===== config.mk =====
export PLATFORM = sky130hd
export DESIGN_NAME = mc_top
export DESIGN_NICKNAME = d
export VERILOG_FILES = /design/src/hw/mc_pkg.sv /design/src/hw/mc_collect.sv /design/src/hw/mc_dispatch.sv /design/src/hw/mc_tile.sv /design/src/hw/mc_top.sv
export SDC_FILE = /design/constraint.sdc
export NUM_CORES = 2
export LEC_CHECK = 0
export BUFFER_PORTS_ARGS = -buffer_cell sky130_fd_sc_hd__buf_2
export CORE_MARGIN = 1
export CORE_UTILIZATION = 35
export CTS_CLUSTER_SIZE = 25
export DETAILED_ROUTE_END_ITERATION = 7
export MAX_ROUTING_LAYER = met4
export SLEW_MARGIN = 5
export SYNTH_ARGS = -nofsm -noshare
export SYNTH_HDL_FRONTEND = slang
export SYNTH_HIERARCHICAL = 1
export SYNTH_SLANG_ARGS = --single-unit

===== constraint.sdc =====
create_clock -name clk -period 4.7 [get_ports clk]
set_input_delay 0.235 -clock clk [delete_from_list [all_inputs] [get_ports clk]]
set_output_delay 0.235 -clock clk [all_outputs]
set_load 0.01 [all_outputs]

===== src/hw/mc_pkg.sv =====
// shared widths, tile count, memory depth, vector typedefs and the opcode enum
package mc_pkg;

  // fabric size
  localparam int num_tiles = 4;
  localparam int mem_words = 16;

  // field widths
  localparam int data_w    = 32;
  localparam int addr_w    = $clog2(mem_words);
  localparam int coord_w   = 3;
  localparam int tile_id_w = $clog2(num_tiles);
  localparam int count_w   = 16;

  // one data word
  typedef logic [data_w-1:0] data_t;

  // word address inside one tile
  typedef logic [addr_w-1:0] addr_t;

  // host tile coordinate, wider than the tile index so that
  // coordinates past the last tile can be named and caught
  typedef logic [coord_w-1:0] coord_t;

  // tile tag on replies
  typedef logic [tile_id_w-1:0] tile_id_t;

  // reply counter, wraps
  typedef logic [count_w-1:0] count_t;

  // tile operations
  typedef enum logic [1:0] {
    op_write = 2'd0,
    op_read  = 2'd1,
    op_add   = 2'd2
  } op_e;

endpackage


===== src/hw/mc_collect.sv =====
// reply collector: merges tile reply lanes, tags the tile and counts replies
`timescale 1ns/10ps

module mc_collect (
  input  logic                                      clk,
  input  logic                                      reset,

  // reply lanes, one per tile
  input  logic [mc_pkg::num_tiles-1:0]              rep_v_i,
  input  mc_pkg::data_t [mc_pkg::num_tiles-1:0]     rep_data_i,

  // merged reply
  output logic                                      resp_v_o,
  output mc_pkg::tile_id_t                          resp_tile_o,
  output mc_pkg::data_t                             resp_data_o,
  output mc_pkg::count_t                            resp_count_o
);

  logic             any_v;
  mc_pkg::tile_id_t sel;

  // only one command per cycle, so lanes never overlap
  assign any_v = |rep_v_i;

  // lane to tile index
  always_comb begin
    sel = '0;
    for (int i = 0; i < mc_pkg::num_tiles; i++) begin
      if (rep_v_i[i]) begin
        sel = mc_pkg::tile_id_t'(i);
      end
    end
  end

  // strobe and running count
  always_ff @(posedge clk) begin
    if (!reset) begin
      resp_v_o     <= 1'b0;
      resp_count_o <= '0;
    end else begin
      resp_v_o <= any_v;
      if (any_v) begin
        resp_count_o <= resp_count_o + mc_pkg::count_t'(1);
      end
    end
  end

  // tagged payload
  always_ff @(posedge clk) begin
    if (any_v) begin
      resp_tile_o <= sel;
      resp_data_o <= rep_data_i[sel];
    end
  end

endmodule


===== src/hw/mc_dispatch.sv =====
// command dispatcher that registers host commands and strobes the addressed tile
`timescale 1ns/10ps

module mc_dispatch (
  input  logic                         clk,
  input  logic                         reset,

  // host command
  input  logic                         cmd_v_i,
  input  mc_pkg::op_e                  cmd_op_i,
  input  mc_pkg::coord_t               cmd_coord_i,
  input  mc_pkg::addr_t                cmd_addr_i,
  input  mc_pkg::data_t                cmd_data_i,

  // to the tiles
  output logic [mc_pkg::num_tiles-1:0] tile_v_o,
  output mc_pkg::op_e                  op_o,
  output mc_pkg::addr_t                addr_o,
  output mc_pkg::data_t                data_o,

  // bad coordinate
  output logic                         err_o
);

  logic                         in_range;
  logic [mc_pkg::num_tiles-1:0] tile_v_n;
  logic                         err_n;
  logic                         err_q;

  // coordinates at or past the tile count lead nowhere
  assign in_range = cmd_coord_i < mc_pkg::coord_t'(mc_pkg::num_tiles);

  // one-hot decode, at most one lane set
  always_comb begin
    for (int i = 0; i < mc_pkg::num_tiles; i++) begin
      tile_v_n[i] = cmd_v_i && (cmd_coord_i == mc_pkg::coord_t'(i));
    end
  end

  assign err_n = cmd_v_i && !in_range;

  // strobes
  // error pulse delayed one edge to line up with the tile replies
  always_ff @(posedge clk) begin
    if (!reset) begin
      tile_v_o <= '0;
      err_q    <= 1'b0;
      err_o    <= 1'b0;
    end else begin
      tile_v_o <= tile_v_n;
      err_q    <= err_n;
      err_o    <= err_q;
    end
  end

  // shared command bus to all tiles
  always_ff @(posedge clk) begin
    if (cmd_v_i) begin
      op_o   <= cmd_op_i;
      addr_o <= cmd_addr_i;
      data_o <= cmd_data_i;
    end
  end

endmodule


===== src/hw/mc_tile.sv =====
// single tile: word memory executing write, read and atomic add with reply
`timescale 1ns/10ps

module mc_tile (
  input  logic          clk,
  input  logic          reset,

  // command from the dispatcher
  input  logic          v_i,
  input  mc_pkg::op_e   op_i,
  input  mc_pkg::addr_t addr_i,
  input  mc_pkg::data_t data_i,

  // reply pulse to the collector
  output logic          rep_v_o,
  output mc_pkg::data_t rep_data_o
);

  mc_pkg::data_t mem [mc_pkg::mem_words];

  mc_pkg::data_t old_word;
  mc_pkg::data_t new_word;
  logic          wr_en;
  logic          rep_en;

  // current contents of the addressed word
  assign old_word = mem[addr_i];

  // opcode decode
  always_comb begin
    new_word = old_word;
    wr_en    = 1'b0;
    rep_en   = 1'b0;
    case (op_i)
      mc_pkg::op_write: begin
        new_word = data_i;
        wr_en    = v_i;
      end
      mc_pkg::op_read: begin
        rep_en = v_i;
      end
      mc_pkg::op_add: begin
        // old word goes back, sum stays behind
        new_word = old_word + data_i;
        wr_en    = v_i;
        rep_en   = v_i;
      end
      default: begin
        wr_en  = 1'b0;
        rep_en = 1'b0;
      end
    endcase
  end

  // memory, written on the same edge the old word is captured,
  // so a following command already sees the update
  always_ff @(posedge clk) begin
    if (!reset) begin
      for (int i = 0; i < mc_pkg::mem_words; i++) begin
        mem[i] <= '0;
      end
    end else if (wr_en) begin
      mem[addr_i] <= new_word;
    end
  end

  // reply strobe
  always_ff @(posedge clk) begin
    if (!reset) begin
      rep_v_o <= 1'b0;
    end else begin
      rep_v_o <= rep_en;
    end
  end

  // reply word
  always_ff @(posedge clk) begin
    if (rep_en) begin
      rep_data_o <= old_word;
    end
  end

endmodule


===== src/hw/mc_top.sv =====
// fabric top: dispatcher, tile array and reply collector
`timescale 1ns/10ps

module mc_top (
  input  logic             clk,
  input  logic             reset,

  // host commands
  input  logic             cmd_v_i,
  input  mc_pkg::op_e      cmd_op_i,
  input  mc_pkg::coord_t   cmd_coord_i,
  input  mc_pkg::addr_t    cmd_addr_i,
  input  mc_pkg::data_t    cmd_data_i,

  // tagged replies
  output logic             resp_v_o,
  output mc_pkg::tile_id_t resp_tile_o,
  output mc_pkg::data_t    resp_data_o,
  output mc_pkg::count_t   resp_count_o,

  // bad coordinate
  output logic             err_o
);

  logic [mc_pkg::num_tiles-1:0]          tile_v;
  mc_pkg::op_e                           tile_op;
  mc_pkg::addr_t                         tile_addr;
  mc_pkg::data_t                         tile_data;

  logic [mc_pkg::num_tiles-1:0]          rep_v;
  mc_pkg::data_t [mc_pkg::num_tiles-1:0] rep_data;

  mc_dispatch u_dispatch (
    .clk         (clk),
    .reset       (reset),
    .cmd_v_i     (cmd_v_i),
    .cmd_op_i    (cmd_op_i),
    .cmd_coord_i (cmd_coord_i),
    .cmd_addr_i  (cmd_addr_i),
    .cmd_data_i  (cmd_data_i),
    .tile_v_o    (tile_v),
    .op_o        (tile_op),
    .addr_o      (tile_addr),
    .data_o      (tile_data),
    .err_o       (err_o)
  );

  // tile array on a shared command bus
  for (genvar i = 0; i < mc_pkg::num_tiles; i++) begin : g_tile
    mc_tile u_tile (
      .clk        (clk),
      .reset      (reset),
      .v_i        (tile_v[i]),
      .op_i       (tile_op),
      .addr_i     (tile_addr),
      .data_i     (tile_data),
      .rep_v_o    (rep_v[i]),
      .rep_data_o (rep_data[i])
    );
  end

  mc_collect u_collect (
    .clk          (clk),
    .reset        (reset),
    .rep_v_i      (rep_v),
    .rep_data_i   (rep_data),
    .resp_v_o     (resp_v_o),
    .resp_tile_o  (resp_tile_o),
    .resp_data_o  (resp_data_o),
    .resp_count_o (resp_count_o)
  );

endmodule


==> metrics <==
status finished with violations; failing checks setup timing; Reg2Reg Setup Slack -0.20 ns; CP most frequent cell buf_12; Crit Reg-Reg Endpoint g_tile[1].u_tile/mem[9][31]; Synth cell types 84; fin worst setup slack -0.197 ns; Initial Utilization 0.353; Yosys warning total 6; RSZ-0062 raised after global routing true; worst slack, placed -0.381 ns; crit path DAT ~5.6 ns; I/O pin total between 90 and 100; H-tree levels 4; number of global-route vias before repair between 60000 and 70000; Worst Hold End u_dispatch/addr_o[3]; fin crit share 1.04; Sink Count about 2300; Finished Core Util 0.425; final hold violation count 0; R2R Path Start u_dispatch/addr_o[0]; Pwr Density 420 nW/um^2; row cnt 200; Final ANT Viol Nets 0; clock skew 0.123 ns; port bufs 95; Syn Nets around 7400; Tightest Pin Transition about 1.3 ns; vias per cell about 5.7; DR pass1 iterations 7; max-slew violations 0; Nets a little over 8000; DR DRC count 0; Post-synth EDFFs between 2000 and 2500; TritonCTS clock tree done; clock power share 0.358; root buffer selected by CTS clkbuf_16; crit-path max FO 16; post-route insts no fill 12100; post-DR wirelength/cell approximately 29 um; CP Capture Type register; total global routing overflow 0; CP Cell Sequence buf_12 > buf_16 > buf_12 > buf_12 > mux4_2 > mux4_2 > ha_4 > nand2_2 > nor4_4 > nand4_1 > o211ai_1 > a41oi_2 > o21ai_1 > a22oi_1 > o21ai_2 > buf_12 > nor2_1; gr usage total 0.237; Worst Reg2Reg Path Length in Cells 17; post-synth design cell area 105000 um^2; Net Sw Frac 0.278; Crit-path slowest cell mux4_2; largest net degree at the start of global routing 56; post-synthesis average cell area between 10 and 15 um^2; DP HPWL 218000 um; CP Class reg2reg; HP Class in2reg; antenna violations before repair 10; Core ar. ~300000 um^2; share of layout cells above drive strength 1 0.296; Min-Delay Startpoint cmd_addr_i[3]; die height ~550 um; Hold Path Stages 2; max_slew headroom 0.137; DRT Wirelength 353000 um; Cells after DPL 11524; clock slew at reported path FFs ~0.060 ns; Yosys reg bits approximately 2300; total die area about 300000 um^2; Int Power approximately 38 mW; CTS Buffer Depth 4; Worst-Skew Late Latency 0.97 ns; VDD IR max 394 uV; fin crit period 4.90 ns; Seq pwr share 0.438; sw power between 10 and 15 mW; cell leakage power around 45 nW; asr flop ratio synth 0; First DRT Iteration DRCs roughly 8000; max_cap viols 0; placer congestion estimate roughly 0.96; delay of the slowest critical-path stage approximately 0.64 ns; Vias between 60000 and 70000; Synth Flop Type edfxtp_1; Seq/Total Area, Yosys 0.648; Gate power share 0.204; fillcell total roughly 27000; FMAX between 200 and 250 MHz; die width between 500 and 600 um; Inserted Clock Buffers 242; final setup vio count 530; Cells after Synth between 7000 and 8000; first-pass GRT wire length a little under 500000 um; synth-to-layout area growth 20.5%; data required time of the critical path ~5.4 ns; critical path launch point type register
[cell usage in the layout (no fill, tap or decap), drive strengths merged, types with 97 or more instances in the layout]
master	count
buf	996
o21ai	114
nor2	2188
ha	133
nand2	271
edfxtp	2248
a21oi	253
a22o	97
mux4	636
clkbuf	304
clkinv	105
[critical path: cells and delay by family (launching register included)]
kind,cells,cell delay [ns]
AOI/OAI and AO/OA,5,1.10
adders and majority gates,1,0.35
buffers and inverters,5,0.88
DFF,1,0.38
muxes,2,1.15
and+or+nand+nor,4,0.75
[logic make-up after synthesis]
kind of cell | synth area share
adders and majority gates | 0.0166
buffers and inverters | 0.0295
xor gates and xnor gates | 0.00809
muxes | 0.142
and+or+nand+nor | 0.101
DFF | 0.648
AOI/OAI and AO/OA | 0.0547
[Yosys cell counts (15+ instances only)]
library cell | n | area [um^2]
o21bai_1 | 15 | 113
nor2_2 | 60 | 375
buf_6 | 24 | 270
a21oi_1 | 151 | 756
mux4_2 | 633 | 14300
a21oi_2 | 47 | 412
and3_1 | 21 | 131
a22o_1 | 97 | 850
edfxtp_1 | 2248 | 67500
nand4_1 | 31 | 194
dfxtp_1 | 27 | 541
clkbuf_1 | 318 | 1190
o21a_1 | 15 | 113
xnor2_1 | 54 | 473
a21oi_4 | 55 | 895
o21ai_0 | 100 | 500
buf_2 | 82 | 410
buf_4 | 99 | 743
a21o_1 | 71 | 533
nor2_1 | 2128 | 7990
inv_1 | 53 | 199
nor2b_1 | 23 | 144
nand2_1 | 271 | 1020
mux2i_1 | 53 | 531
xor2_1 | 43 | 377
buf_1 | 42 | 158
and2_1 | 17 | 106
nand3_1 | 43 | 215
ha_1 | 133 | 1660
[final cells by class]
type	count	area, um^2	share of cell area
well taps	3939	4930	0.0390
repair buffers	1078	10500	0.0827
clock inverters	148	1500	0.0119
diodes	6	15.0	0.000119
clock buffers	303	6370	0.0503
multi-input cells	4297	35000	0.276
flip-flops and latches	2275	68000	0.538
inverters	54	203	0.00160
[repair_timing]
| action | 4_1_cts | 5_1_grt |
|---|---|---|
| endpoints found under the hold margin | 88 | 0 |
| pin swaps | 20 | 22 |
| hold buffers | 77 | 0 |
| buffers inserted | 22 | 12 |
| cloned | 7 | 1 |
| setup endpoints to repair | 970 | 1214 |
| gates resized for setup | 98 | 64 |
[power groups by stage]
stage,combinational [mW],sequential [mW],clock [mW]
2_1_floorplan,5.86,23.5,0
3_3_place_gp,10.2,23.7,0
3_5_place_dp,10.3,23.7,0
4_1_cts,10.6,23.3,19.3
5_1_grt,11.4,23.3,20.0
6_report,10.8,23.3,19.0
[how the worst max path moves through the flow]
stage,startpoint,to,slack [ns],depth (start not counted)
after floorplan,u_dispatch/addr_o[0],g_tile[3].u_tile/mem[7][24],0.01,17
after global placement,u_dispatch/addr_o[0],g_tile[1].u_tile/mem[13][31],-0.36,15
after detailed placement,u_dispatch/addr_o[0],g_tile[1].u_tile/mem[9][31],-0.38,16
after CTS,u_dispatch/addr_o[0],g_tile[2].u_tile/mem[5][31],-0.15,17
after global routing,u_dispatch/addr_o[0],g_tile[1].u_tile/mem[3][31],-0.33,17
final,u_dispatch/addr_o[0],g_tile[1].u_tile/mem[9][31],-0.20,17
[routing by layer]
| metal | share of wire | global-route usage | wire length, um | vias to the layer above |
|---|---|---|---|---|
| li1 | - | - | - | 28451 |
| met1 | 0.38 | 0.298 | 134000 | 35678 |
| met2 | 0.48 | 0.376 | 168000 | 3779 |
| met3 | 0.10 | 0.0476 | 35700 | 768 |
| met4 | 0.045 | 0.0926 | 15800 | 0 |
| met5 | 0 | - | 0 | - |
[sequential cells by signal, indices dropped and copies added, names as in the netlist]
name	count
g_tile.u_tile/mem	2048
u_collect/resp_tile_o	2
g_tile.u_tile/rep_data_o	128
u_dispatch/addr_o	4
u_dispatch/tile_v_o	4
u_collect/resp_v_o	1
u_dispatch/data_o	32
u_dispatch/err_o	1
g_tile.u_tile/rep_v_o	4
u_collect/resp_count_o	16
u_collect/resp_data_o	32
u_dispatch/err_q	1
u_dispatch/op_o	2
[metrics by stage]
stage	instance area [um^2]	TNS [ns]	hold WS, ns	power (mW)
floorplan	105000	0	0.312	29.4
global placement	116000	-92.45	0.416	33.8
detailed placement	116000	-107.80	0.413	34.0
CTS	126000	-19.82	0.000777	53.2
global route	126000	-140.50	0.0271	54.7
finish	126000	-31.29	0.0352	53.1
(Power assumes the default switching activity.)
